==> src/design/qla_pkg.sv <==
// --------------------
// qla shared definitions
// register address map, field widths, safety limits and FSM encodings
// --------------------

`default_nettype none

package qla_pkg;

    // register bus
    localparam int ADDR_W = 16;
    localparam int DATA_W = 32;

    // currents, offset binary around midscale
    localparam int CUR_W = 16;
    localparam logic [CUR_W-1:0] CUR_MID = 16'h8000;

    localparam int NUM_AXES = 4;
    localparam int AXIS_W = 2;                      // axis index 0..3

    // address map: chan = addr[7:4], offset = addr[3:0]
    localparam logic [3:0] CHAN_BOARD = 4'd0;       // axes live in channels 1..4
    localparam logic [3:0] OFF_BOARD_STATUS = 4'd0;
    localparam logic [3:0] OFF_BOARD_PWR = 4'd1;
    localparam logic [3:0] OFF_DAC_CTRL = 4'd1;

    // quad dac serial frame: cmd | addr | value
    localparam int DAC_FRAME_W = 24;
    localparam int DAC_ADDR_W = 4;
    localparam int FRAME_CNT_W = $clog2(DAC_FRAME_W);
    localparam logic [3:0] DAC_CMD_WRITE_UPDATE = 4'b0011;

    // overcurrent test
    localparam logic [CUR_W-1:0] SAFETY_MARGIN = 16'h0100;
    localparam int SAFETY_COUNT = 8;
    localparam int SAFETY_CNT_W = $clog2(SAFETY_COUNT + 1);

    typedef enum logic [1:0] {
        BR_IDLE,
        BR_READ_WAIT,   // read wait state
        BR_DONE         // pready cycle
    } bridge_state_e;

    typedef enum logic [1:0] {
        DAC_IDLE,
        DAC_LOAD,
        DAC_SHIFT,
        DAC_GAP
    } dac_state_e;

endpackage

`default_nettype wire
==> src/design/qla_top.sv <==
// --------------------
// motor controller register top
// apb bridge, board regs, dac controller, four safety checks
// --------------------

`timescale 1ns/100ps
`default_nettype none

module qla_top (
    input  wire                             sysclk,
    input  wire                             rst_n,
    input  wire [qla_pkg::ADDR_W-1:0]       paddr,
    input  wire                             psel,
    input  wire                             penable,
    input  wire                             pwrite,
    input  wire [qla_pkg::DATA_W-1:0]       pwdata,
    output wire [qla_pkg::DATA_W-1:0]       prdata,
    output wire                             pready,
    output wire                             pslverr,
    input  wire [3:0]                       board_id,
    input  wire [qla_pkg::CUR_W-1:0]        cur_fb1,
    input  wire [qla_pkg::CUR_W-1:0]        cur_fb2,
    input  wire [qla_pkg::CUR_W-1:0]        cur_fb3,
    input  wire [qla_pkg::CUR_W-1:0]        cur_fb4,
    output wire [qla_pkg::NUM_AXES-1:0]     amp_en,
    output wire                             pwr_enable,
    output wire                             dac_sclk,
    output wire                             dac_mosi,
    output wire                             dac_csel
);

    // --------------------
    // shared register bus
    wire                            reg_wen;
    wire [qla_pkg::ADDR_W-1:0]      reg_waddr;
    wire [qla_pkg::ADDR_W-1:0]      reg_raddr;
    wire [qla_pkg::DATA_W-1:0]      reg_wdata;
    wire [qla_pkg::DATA_W-1:0]      reg_rdata_board;
    wire [qla_pkg::DATA_W-1:0]      reg_rdata_dac;

    wire                            safety_clr;
    wire [qla_pkg::NUM_AXES-1:0]    safety_disable;    // bit 0 = axis 1
    wire                            dac_busy;
    wire [qla_pkg::CUR_W-1:0]       cur_cmd1, cur_cmd2, cur_cmd3, cur_cmd4;

    qla_reg_bridge bridge (
        .sysclk(sysclk), .rst_n(rst_n),
        .paddr(paddr), .psel(psel), .penable(penable), .pwrite(pwrite),
        .pwdata(pwdata), .prdata(prdata), .pready(pready), .pslverr(pslverr),
        .reg_wen(reg_wen), .reg_waddr(reg_waddr), .reg_raddr(reg_raddr),
        .reg_wdata(reg_wdata),
        .reg_rdata_board(reg_rdata_board), .reg_rdata_dac(reg_rdata_dac)
    );

    qla_board_regs chan0 (
        .sysclk(sysclk), .rst_n(rst_n),
        .reg_wen(reg_wen), .reg_waddr(reg_waddr), .reg_wdata(reg_wdata),
        .reg_raddr(reg_raddr), .reg_rdata_board(reg_rdata_board),
        .board_id(board_id), .safety_disable(safety_disable), .dac_busy(dac_busy),
        .amp_en(amp_en), .pwr_enable(pwr_enable), .safety_clr(safety_clr)
    );

    qla_dac_ctrl dac (
        .sysclk(sysclk), .rst_n(rst_n),
        .reg_wen(reg_wen), .reg_waddr(reg_waddr), .reg_wdata(reg_wdata),
        .reg_raddr(reg_raddr), .reg_rdata_dac(reg_rdata_dac),
        .cur_cmd1(cur_cmd1), .cur_cmd2(cur_cmd2),
        .cur_cmd3(cur_cmd3), .cur_cmd4(cur_cmd4),
        .dac_busy(dac_busy),
        .dac_sclk(dac_sclk), .dac_mosi(dac_mosi), .dac_csel(dac_csel)
    );

    // --------------------
    // safety checks, feedback vs command per axis
    qla_safety_check safe1 (
        .sysclk(sysclk), .rst_n(rst_n), .cur_fb(cur_fb1), .cur_cmd(cur_cmd1),
        .safety_clr(safety_clr), .safety_disable(safety_disable[0])
    );

    qla_safety_check safe2 (
        .sysclk(sysclk), .rst_n(rst_n), .cur_fb(cur_fb2), .cur_cmd(cur_cmd2),
        .safety_clr(safety_clr), .safety_disable(safety_disable[1])
    );

    qla_safety_check safe3 (
        .sysclk(sysclk), .rst_n(rst_n), .cur_fb(cur_fb3), .cur_cmd(cur_cmd3),
        .safety_clr(safety_clr), .safety_disable(safety_disable[2])
    );

    qla_safety_check safe4 (
        .sysclk(sysclk), .rst_n(rst_n), .cur_fb(cur_fb4), .cur_cmd(cur_cmd4),
        .safety_clr(safety_clr), .safety_disable(safety_disable[3])
    );

endmodule

`default_nettype wire

==> src/design/qla_safety_check.sv <==
// --------------------
// per-axis overcurrent check
// trips after a run of over-limit cycles, latched until cleared
// --------------------

`timescale 1ns/100ps
`default_nettype none

module qla_safety_check (
    input  logic                        sysclk,
    input  logic                        rst_n,
    input  logic [qla_pkg::CUR_W-1:0]   cur_fb,
    input  logic [qla_pkg::CUR_W-1:0]   cur_cmd,
    input  logic                        safety_clr,
    output logic                        safety_disable
);

    logic [qla_pkg::CUR_W-1:0]          fb_mag;
    logic [qla_pkg::CUR_W-1:0]          cmd_mag;
    logic [qla_pkg::CUR_W+1:0]          limit;     // 2*cmd + margin, no overflow
    logic                               over;
    logic [qla_pkg::SAFETY_CNT_W-1:0]   cnt;

    // magnitudes around midscale
    assign fb_mag = cur_fb[qla_pkg::CUR_W-1] ? (cur_fb - qla_pkg::CUR_MID)
                                             : (qla_pkg::CUR_MID - cur_fb);
    assign cmd_mag = cur_cmd[qla_pkg::CUR_W-1] ? (cur_cmd - qla_pkg::CUR_MID)
                                               : (qla_pkg::CUR_MID - cur_cmd);
    assign limit = {1'b0, cmd_mag, 1'b0} + qla_pkg::SAFETY_MARGIN;
    assign over = {2'b00, fb_mag} > limit;

    always_ff @(posedge sysclk) begin
        if (!rst_n) begin
            cnt <= '0;
            safety_disable <= 1'b0;
        end else if (safety_clr) begin
            cnt <= '0;
            safety_disable <= 1'b0;
        end else begin
            if (!over) begin
                cnt <= '0;                           // run broken
            end else if (cnt != qla_pkg::SAFETY_CNT_W'(qla_pkg::SAFETY_COUNT)) begin
                cnt <= cnt + 1'b1;                   // saturates
            end
            // set on the SAFETY_COUNT-th consecutive hit
            if (over && cnt == qla_pkg::SAFETY_CNT_W'(qla_pkg::SAFETY_COUNT - 1)) begin
                safety_disable <= 1'b1;
            end
        end
    end

endmodule

`default_nettype wire

==> src/design/qla_dac_ctrl.sv <==
// --------------------
// quad dac controller
// per-axis command registers, pending queue, serial frame output
// --------------------

`timescale 1ns/100ps
`default_nettype none

module qla_dac_ctrl (
    input  logic                        sysclk,
    input  logic                        rst_n,
    input  logic                        reg_wen,
    input  logic [qla_pkg::ADDR_W-1:0]  reg_waddr,
    input  logic [qla_pkg::DATA_W-1:0]  reg_wdata,
    input  logic [qla_pkg::ADDR_W-1:0]  reg_raddr,
    output logic [qla_pkg::DATA_W-1:0]  reg_rdata_dac,
    output logic [qla_pkg::CUR_W-1:0]   cur_cmd1,
    output logic [qla_pkg::CUR_W-1:0]   cur_cmd2,
    output logic [qla_pkg::CUR_W-1:0]   cur_cmd3,
    output logic [qla_pkg::CUR_W-1:0]   cur_cmd4,
    output logic                        dac_busy,
    output logic                        dac_sclk,
    output logic                        dac_mosi,
    output logic                        dac_csel
);

    qla_pkg::dac_state_e state;
    logic [qla_pkg::CUR_W-1:0]       cmd [qla_pkg::NUM_AXES];
    logic [qla_pkg::NUM_AXES-1:0]    pending;
    logic [qla_pkg::NUM_AXES-1:0]    set_mask;
    logic [qla_pkg::NUM_AXES-1:0]    clr_mask;
    logic [qla_pkg::AXIS_W-1:0]      pick;         // lowest pending axis
    logic [qla_pkg::AXIS_W-1:0]      sel;          // axis being sent
    logic [qla_pkg::AXIS_W-1:0]      wr_axis;
    logic [qla_pkg::AXIS_W-1:0]      rd_axis;
    logic                            wr_cmd;
    logic                            rd_cmd;
    logic [qla_pkg::DAC_FRAME_W-1:0] shreg;
    logic [qla_pkg::FRAME_CNT_W-1:0] bit_cnt;
    logic                            gap_cnt;

    // --------------------
    // register decode, channels 1..4 map to axes 0..3
    assign wr_cmd = reg_wen && reg_waddr[7:4] >= 4'd1 &&
                    reg_waddr[7:4] <= qla_pkg::NUM_AXES &&
                    reg_waddr[3:0] == qla_pkg::OFF_DAC_CTRL;
    assign rd_cmd = reg_raddr[7:4] >= 4'd1 && reg_raddr[7:4] <= qla_pkg::NUM_AXES &&
                    reg_raddr[3:0] == qla_pkg::OFF_DAC_CTRL;
    assign wr_axis = reg_waddr[5:4] - 2'd1;
    assign rd_axis = reg_raddr[5:4] - 2'd1;

    assign set_mask = wr_cmd ? (qla_pkg::NUM_AXES'(1) << wr_axis) : '0;
    assign clr_mask = (state == qla_pkg::DAC_LOAD) ? (qla_pkg::NUM_AXES'(1) << sel) : '0;

    always_comb begin
        pick = '0;
        for (int i = qla_pkg::NUM_AXES - 1; i >= 0; i--) begin
            if (pending[i]) pick = qla_pkg::AXIS_W'(i);
        end
    end

    always_ff @(posedge sysclk) begin
        if (!rst_n) begin
            for (int i = 0; i < qla_pkg::NUM_AXES; i++) cmd[i] <= qla_pkg::CUR_MID;
            pending <= '0;
        end else begin
            if (wr_cmd) cmd[wr_axis] <= reg_wdata[qla_pkg::CUR_W-1:0];
            pending <= (pending & ~clr_mask) | set_mask;    // late write requeues
        end
    end

    always_ff @(posedge sysclk) begin
        reg_rdata_dac <= '0;
        if (rd_cmd) reg_rdata_dac[qla_pkg::CUR_W:0] <= {pending[rd_axis], cmd[rd_axis]};
    end

    assign cur_cmd1 = cmd[0];
    assign cur_cmd2 = cmd[1];
    assign cur_cmd3 = cmd[2];
    assign cur_cmd4 = cmd[3];
    assign dac_busy = (state != qla_pkg::DAC_IDLE) || (|pending);
    assign dac_mosi = shreg[qla_pkg::DAC_FRAME_W-1];     // msb first

    // --------------------
    // serial fsm, sclk = sysclk/2
    always_ff @(posedge sysclk) begin
        if (!rst_n) begin
            state <= qla_pkg::DAC_IDLE;
            dac_csel <= 1'b1;
            dac_sclk <= 1'b0;
            sel <= '0;
            bit_cnt <= '0;
            gap_cnt <= 1'b0;
        end else begin
            case (state)
                qla_pkg::DAC_IDLE: begin
                    if (|pending) begin
                        sel <= pick;
                        state <= qla_pkg::DAC_LOAD;
                    end
                end
                qla_pkg::DAC_LOAD: begin
                    dac_csel <= 1'b0;
                    bit_cnt <= '0;
                    state <= qla_pkg::DAC_SHIFT;
                end
                qla_pkg::DAC_SHIFT: begin
                    dac_sclk <= !dac_sclk;
                    if (dac_sclk) begin                  // falling edge, next bit
                        bit_cnt <= bit_cnt + 1'b1;
                        if (bit_cnt == qla_pkg::FRAME_CNT_W'(qla_pkg::DAC_FRAME_W - 1)) begin
                            dac_csel <= 1'b1;
                            gap_cnt <= 1'b0;
                            state <= qla_pkg::DAC_GAP;
                        end
                    end
                end
                default: begin                           // DAC_GAP, 2 idle cycles
                    gap_cnt <= 1'b1;
                    if (gap_cnt) state <= qla_pkg::DAC_IDLE;
                end
            endcase
        end
    end

    // frame shifter, payload only
    always_ff @(posedge sysclk) begin
        if (state == qla_pkg::DAC_LOAD) begin
            shreg <= {qla_pkg::DAC_CMD_WRITE_UPDATE,
                      {(qla_pkg::DAC_ADDR_W - qla_pkg::AXIS_W){1'b0}}, sel, cmd[sel]};
        end else if (state == qla_pkg::DAC_SHIFT && dac_sclk) begin
            shreg <= shreg << 1;
        end
    end

    a_csel_framed: assert property (@(posedge sysclk) disable iff (!rst_n)
        !dac_csel |-> (state == qla_pkg::DAC_LOAD || state == qla_pkg::DAC_SHIFT));

endmodule

`default_nettype wire

==> src/design/qla_board_regs.sv <==
// --------------------
// channel 0 board registers
// amp enables masked by safety, power enable, safety clear pulse
// --------------------

`timescale 1ns/100ps
`default_nettype none

module qla_board_regs (
    input  logic                            sysclk,
    input  logic                            rst_n,
    input  logic                            reg_wen,
    input  logic [qla_pkg::ADDR_W-1:0]      reg_waddr,
    input  logic [qla_pkg::DATA_W-1:0]      reg_wdata,
    input  logic [qla_pkg::ADDR_W-1:0]      reg_raddr,
    output logic [qla_pkg::DATA_W-1:0]      reg_rdata_board,
    input  logic [3:0]                      board_id,
    input  logic [qla_pkg::NUM_AXES-1:0]    safety_disable,
    input  logic                            dac_busy,
    output logic [qla_pkg::NUM_AXES-1:0]    amp_en,
    output logic                            pwr_enable,
    output logic                            safety_clr
);

    logic [qla_pkg::NUM_AXES-1:0] amp_req;     // host enable request
    logic wr_chan0;
    logic wr_status;
    logic wr_pwr;

    assign wr_chan0 = reg_wen && (reg_waddr[7:4] == qla_pkg::CHAN_BOARD);
    assign wr_status = wr_chan0 && (reg_waddr[3:0] == qla_pkg::OFF_BOARD_STATUS);
    assign wr_pwr = wr_chan0 && (reg_waddr[3:0] == qla_pkg::OFF_BOARD_PWR);

    always_ff @(posedge sysclk) begin
        if (!rst_n) begin
            amp_req <= '0;
            amp_en <= '0;
            pwr_enable <= 1'b0;
            safety_clr <= 1'b0;
        end else begin
            safety_clr <= wr_status && reg_wdata[8];   // one-cycle pulse
            if (wr_status) begin
                amp_req <= reg_wdata[qla_pkg::NUM_AXES-1:0];
            end
            if (wr_pwr) begin
                pwr_enable <= reg_wdata[0];
            end
            amp_en <= amp_req & ~safety_disable;     // tripped axes held off
        end
    end

    // --------------------
    // read mux, one cycle behind raddr
    always_ff @(posedge sysclk) begin
        reg_rdata_board <= '0;
        if (reg_raddr[7:4] == qla_pkg::CHAN_BOARD) begin
            if (reg_raddr[3:0] == qla_pkg::OFF_BOARD_STATUS) begin
                reg_rdata_board[3:0] <= amp_req;
                reg_rdata_board[7:4] <= safety_disable;
                reg_rdata_board[11:8] <= board_id;
                reg_rdata_board[12] <= dac_busy;
            end else if (reg_raddr[3:0] == qla_pkg::OFF_BOARD_PWR) begin
                reg_rdata_board[0] <= pwr_enable;
            end
        end
    end

endmodule

`default_nettype wire

==> src/design/qla_reg_bridge.sv <==
// --------------------
// apb slave to shared register bus
// decodes the map, strobes writes, returns peer read data
// --------------------

`timescale 1ns/100ps
`default_nettype none

module qla_reg_bridge (
    input  logic                        sysclk,
    input  logic                        rst_n,
    input  logic [qla_pkg::ADDR_W-1:0]  paddr,
    input  logic                        psel,
    input  logic                        penable,
    input  logic                        pwrite,
    input  logic [qla_pkg::DATA_W-1:0]  pwdata,
    output logic [qla_pkg::DATA_W-1:0]  prdata,
    output logic                        pready,
    output logic                        pslverr,
    output logic                        reg_wen,
    output logic [qla_pkg::ADDR_W-1:0]  reg_waddr,
    output logic [qla_pkg::ADDR_W-1:0]  reg_raddr,
    output logic [qla_pkg::DATA_W-1:0]  reg_wdata,
    input  logic [qla_pkg::DATA_W-1:0]  reg_rdata_board,
    input  logic [qla_pkg::DATA_W-1:0]  reg_rdata_dac
);

    qla_pkg::bridge_state_e state;
    logic [3:0] chan;
    logic [3:0] off;
    logic       mapped;
    logic       sel_board;

    // host holds address and data until pready, so pass straight through
    assign reg_raddr = paddr;
    assign reg_waddr = paddr;
    assign reg_wdata = pwdata;

    // --------------------
    // address decode
    assign chan = paddr[7:4];
    assign off = paddr[3:0];
    assign sel_board = (chan == qla_pkg::CHAN_BOARD);
    assign mapped = (paddr[qla_pkg::ADDR_W-1:8] == '0) &&
                    ((sel_board && (off == qla_pkg::OFF_BOARD_STATUS ||
                                    off == qla_pkg::OFF_BOARD_PWR)) ||
                     (chan >= 4'd1 && chan <= qla_pkg::NUM_AXES &&
                      off == qla_pkg::OFF_DAC_CTRL));

    // --------------------
    // apb fsm
    always_ff @(posedge sysclk) begin
        if (!rst_n) begin
            state <= qla_pkg::BR_IDLE;
            pready <= 1'b0;
            pslverr <= 1'b0;
            reg_wen <= 1'b0;
        end else begin
            reg_wen <= 1'b0;                            // single-cycle strobe
            case (state)
                qla_pkg::BR_IDLE: begin
                    if (psel && !penable) begin         // setup phase
                        if (pwrite) begin
                            reg_wen <= mapped;          // unmapped write dropped
                            pready <= 1'b1;             // no wait state
                            pslverr <= !mapped;
                            state <= qla_pkg::BR_DONE;
                        end else begin
                            state <= qla_pkg::BR_READ_WAIT;
                        end
                    end
                end
                qla_pkg::BR_READ_WAIT: begin
                    pready <= 1'b1;
                    pslverr <= !mapped;
                    state <= qla_pkg::BR_DONE;
                end
                default: begin                          // BR_DONE
                    pready <= 1'b0;
                    pslverr <= 1'b0;
                    state <= qla_pkg::BR_IDLE;
                end
            endcase
        end
    end

    // peer data is already registered by the wait state
    always_ff @(posedge sysclk) begin
        if (state == qla_pkg::BR_READ_WAIT) begin
            prdata <= !mapped ? '0 : (sel_board ? reg_rdata_board : reg_rdata_dac);
        end
    end

    // host must still hold the access phase when the slave answers
    a_pready_in_access: assert property (@(posedge sysclk) disable iff (!rst_n)
        pready |-> (psel && penable));

endmodule

`default_nettype wire

==> config.mk <==
export PLATFORM = sky130hd
export DESIGN_NAME = qla_top
export DESIGN_NICKNAME = d
export VERILOG_FILES = /design/src/design/qla_pkg.sv /design/src/design/qla_top.sv /design/src/design/qla_safety_check.sv /design/src/design/qla_dac_ctrl.sv /design/src/design/qla_board_regs.sv /design/src/design/qla_reg_bridge.sv
export SDC_FILE = /design/constraint.sdc
export NUM_CORES = 1
export LEC_CHECK = 0
export BUFFER_PORTS_ARGS = -buffer_cell sky130_fd_sc_hd__buf_2
export CAP_MARGIN = 0
export CORE_MARGIN = 1.5
export CORE_UTILIZATION = 64
export DETAILED_ROUTE_END_ITERATION = 12
export PLACE_DENSITY = 0.95
export SKIP_CTS_REPAIR_TIMING = 1
export SYNTH_ARGS = -nofsm -noshare
export SYNTH_HDL_FRONTEND = slang
export SYNTH_SLANG_ARGS = --single-unit
==> constraint.sdc <==
create_clock -name sysclk -period 6.8 [get_ports sysclk]
set_input_delay 1.02 -clock sysclk [delete_from_list [all_inputs] [get_ports sysclk]]
set_output_delay 1.02 -clock sysclk [all_outputs]
set_load 0.03 [all_outputs]
==> metrics.cfg <==
[sta]
final.min_clock_period_ns = 5.17
setup_viol = 0
worst_slack_ns = 1.63
post-route-period-util = 0.761
finalHoldViolations = 0
rsz0062_at_grt = no
fmax_mhz = 193
fin_skew_ns = 0.0157
relSlewSlack = 0.125
drv_slew = 0
final.setup.tns_ns = 0
tightest_slew_ns = 1.31

[clocking]
clk_path_buf_depth = 2
worstSkewPairLatency_ns = 0.45
numCtsBuffers = 17
clkSinkCount = 188
clk_pin_slew_ns = 0.07
clock-root-buffer = clkbuf_16
cts_tree = yes
cts_htree_levels = 4

[floorplanning]
die_w_um = 145
rows = 51
core_um2 = 19700
ioPinCount = 163
die_height_um = 145
design.die.area_um2 = 21100
start_util = 0.660

[logic_synthesis]
synth_cell_type_count = 85
syn-cell-area_um2 = 13000
async_flop_share = 0
synth.ff_latch_count = 188
netlist_instances = 1344
ys_seq_area_frac = 0.367
synth_edf_count = 99
syn_avg_cell_area_um2 = 9.65
synth_ff_type = edfxtp_1
ys_warn_count = 0

[route]
drc = 0
drt-wirelength-per-cell_um = 20.9
drt_iter0_markers = 1368
wirelength_um = 36100
drt_first_pass_iters = 6
ant_nets = 0
via_per_inst = 6.56
vias = 11300

[place]
pre_cts_ws_ns = 1.91
dp_hpwl_um = 24900
place_inst = 1694
gp_congestion = 0.893
numPortBuffers = 131

[finish]
fin_cells = 1728
nNetsFinal = 1659
drive_gt1_frac = 0.179
area_delta_synth_final_pct = 10.3
fin_util = 0.728

[grt]
antenna_found_initial = 3
grt_overflow = 0
grt_pass1_vias = 11200
grt_pass1_wl_um = 57100
grtUsageTotal = 0.342
grt_max_degree = 34

[power_and_ir_drop]
peakVddDrop_v = 0.000163
power_mw = 2.96
cellLeakagePower_nw = 5.62
p_per_area_nw_per_um2 = 207

[worst_setup_path]
crit_fanout = 7
crit_path_end_kind = register
worstSetupStartpointType = register
path_class = reg -> reg
arrival_ns = 5.47
required_ns = 7.10

[worst_hold_path]
hold_path_class = reg -> reg

[job]
drv_cap = 0

[run_status]
run_status = finished clean

## power breakdown
part | switching (mW) | internal, mW | leakage [nW]
Sequential | 0.0703 | 1.29 | 1.65
Clock | 0.442 | 0.537 | 0.289
Combinational | 0.360 | 0.255 | 3.69
Total | 0.873 | 2.08 | 5.62
## path summary, 6_finish.rpt
check | start | end | slack, ns | cells after the start
worst max register to register | dac.cmd[1][1] | safe2.safety_disable | 1.63 | 19
worst min register to register | dac.shreg[19] | dac.shreg[19] | 0.46 | 2
worst max-delay path | dac.cmd[1][1] | safe2.safety_disable | 1.63 | 19
worst min-delay path | dac.shreg[19] | dac.shreg[19] | 0.46 | 2
## layout make-up
class | count | area, um2
Multi-Input combinational cell | 1043 | 7690
Clock inverter | 8 | 68.8
Fill cell | 1252 | 5350
Sequential cell | 188 | 4750
Inverter | 58 | 218
Timing Repair Buffer | 140 | 723
Clock buffer | 24 | 513
Tap cell | 265 | 332
Antenna cell | 2 | 5.00
## kinds of logic (layout without fill, tap and decap cells)
| kind of cell | after synthesis | count (layout) | synth area share |
|---|---|---|---|
| compound gates | 196 | 196 | 0.0990 |
| xor+xnor | 141 | 141 | 0.0964 |
| fa+ha+maj | 90 | 90 | 0.0868 |
| buf+inv | 127 | 230 | 0.0448 |
| flops | 188 | 188 | 0.367 |
| mux | 65 | 65 | 0.0847 |
| other cells | 1 | 17 | 0.000289 |
| simple gates | 536 | 536 | 0.221 |
## cells in the mapped netlist, drive strengths merged, types with 26 or more instances
cell type  instances  area, um2
nor2b             31        194
mux4              33        751
inv               58        218
clkbuf            42        180
nor4              36        304
ha                90       1130
a21oi             80        400
edfxtp            99       2970
and2              88        552
xnor2             68        611
xor2              73        639
buf               27        183
nor2             128        480
nand2             99        372
nor3              36        200
nand3             41        205
o21ai             26        130
dfxtp             89       1780
## flip-flops by register name, indices dropped and copies added (netlist names), 2 cells and up, named ones only
| signal | flops |
|---|---|
| bridge.prdata | 17 |
| bridge.state | 2 |
| dac.shreg | 24 |
| dac.sel | 2 |
| safe1.cnt | 4 |
| dac.pending | 4 |
| dac.state | 2 |
| safe3.cnt | 4 |
| chan0.amp_req | 4 |
| chan0.amp_en | 4 |
| safe4.cnt | 4 |
| safe2.cnt | 4 |
| chan0.reg_rdata_board | 13 |
| dac.cmd | 64 |
| dac.bit_cnt | 5 |
| dac.reg_rdata_dac | 17 |
## routing by layer
| layer | share of wire | wire (um) | up-vias | global-route usage |
|---|---|---|---|---|
| li1 | - | - | 4995 | - |
| met1 | 0.35 | 12500 | 5284 | 0.397 |
| met2 | 0.47 | 17100 | 836 | 0.561 |
| met3 | 0.11 | 3920 | 223 | 0.0784 |
| met4 | 0.073 | 2640 | 2 | 0.243 |
| met5 | 0.00044 | 16 | - | 0 |
## layout by cell type, fill, tap and decap left out, types with 5 or more instances in the layout
master	Yosys	routed
dfxtp_1	89	89
nor2b_1	31	31
edfxtp_1	99	99
a31oi_1	21	21
o21ai_0	25	22
a41oi_1	7	7
conb_1	1	15
buf_2	5	131
a21boi_0	8	8
nand3_1	41	41
nand3b_1	6	6
o41ai_1	5	5
a21oi_1	80	80
o211ai_1	5	5
mux2i_1	13	13
ha_1	90	90
nor3b_1	5	5
or4_1	5	5
nor4_1	29	29
clkbuf_16	0	18
or3_1	9	9
nor2_1	128	128
a21o_1	6	6
nand2_1	99	99
xnor2_1	66	66
nor3_1	32	32
inv_1	58	58
mux4_2	31	31
buf_4	15	9
mux2_2	18	18
and3_1	7	7
nand2b_1	11	11
or2_2	7	7
and2_1	87	87
nand4_1	9	9
xor2_1	73	73
## per-stage QoR
step | hold WS [ns] | area (um2)
5_1_grt | 0.480 | 14300
4_1_cts | 0.461 | 14300
3_5_place_dp | 0.442 | 13700
3_3_place_gp | 0.427 | 13700
2_1_floorplan | 0.402 | 13000
6_report | 0.461 | 14300
## worst max-delay path, cell delays in order, from the launching register on
cell      delay (ns)
edfxtp_1        0.61
inv_1           0.14
ha_1            0.18
nor3b_2         0.48
and2_1          0.27
nor2_1          0.07
xor2_1          0.19
ha_1            0.27
and3_1          0.21
a31o_2          0.20
a311oi_1        0.34
or3_1           0.23
nor2b_1         0.07
xnor2_1         0.12
ha_1            0.30
nand3_1         0.15
nor2_1          0.08
a211o_1         0.29
a221oi_1        0.63
o21ai_0         0.19
Power figures use the tool's default switching activity.
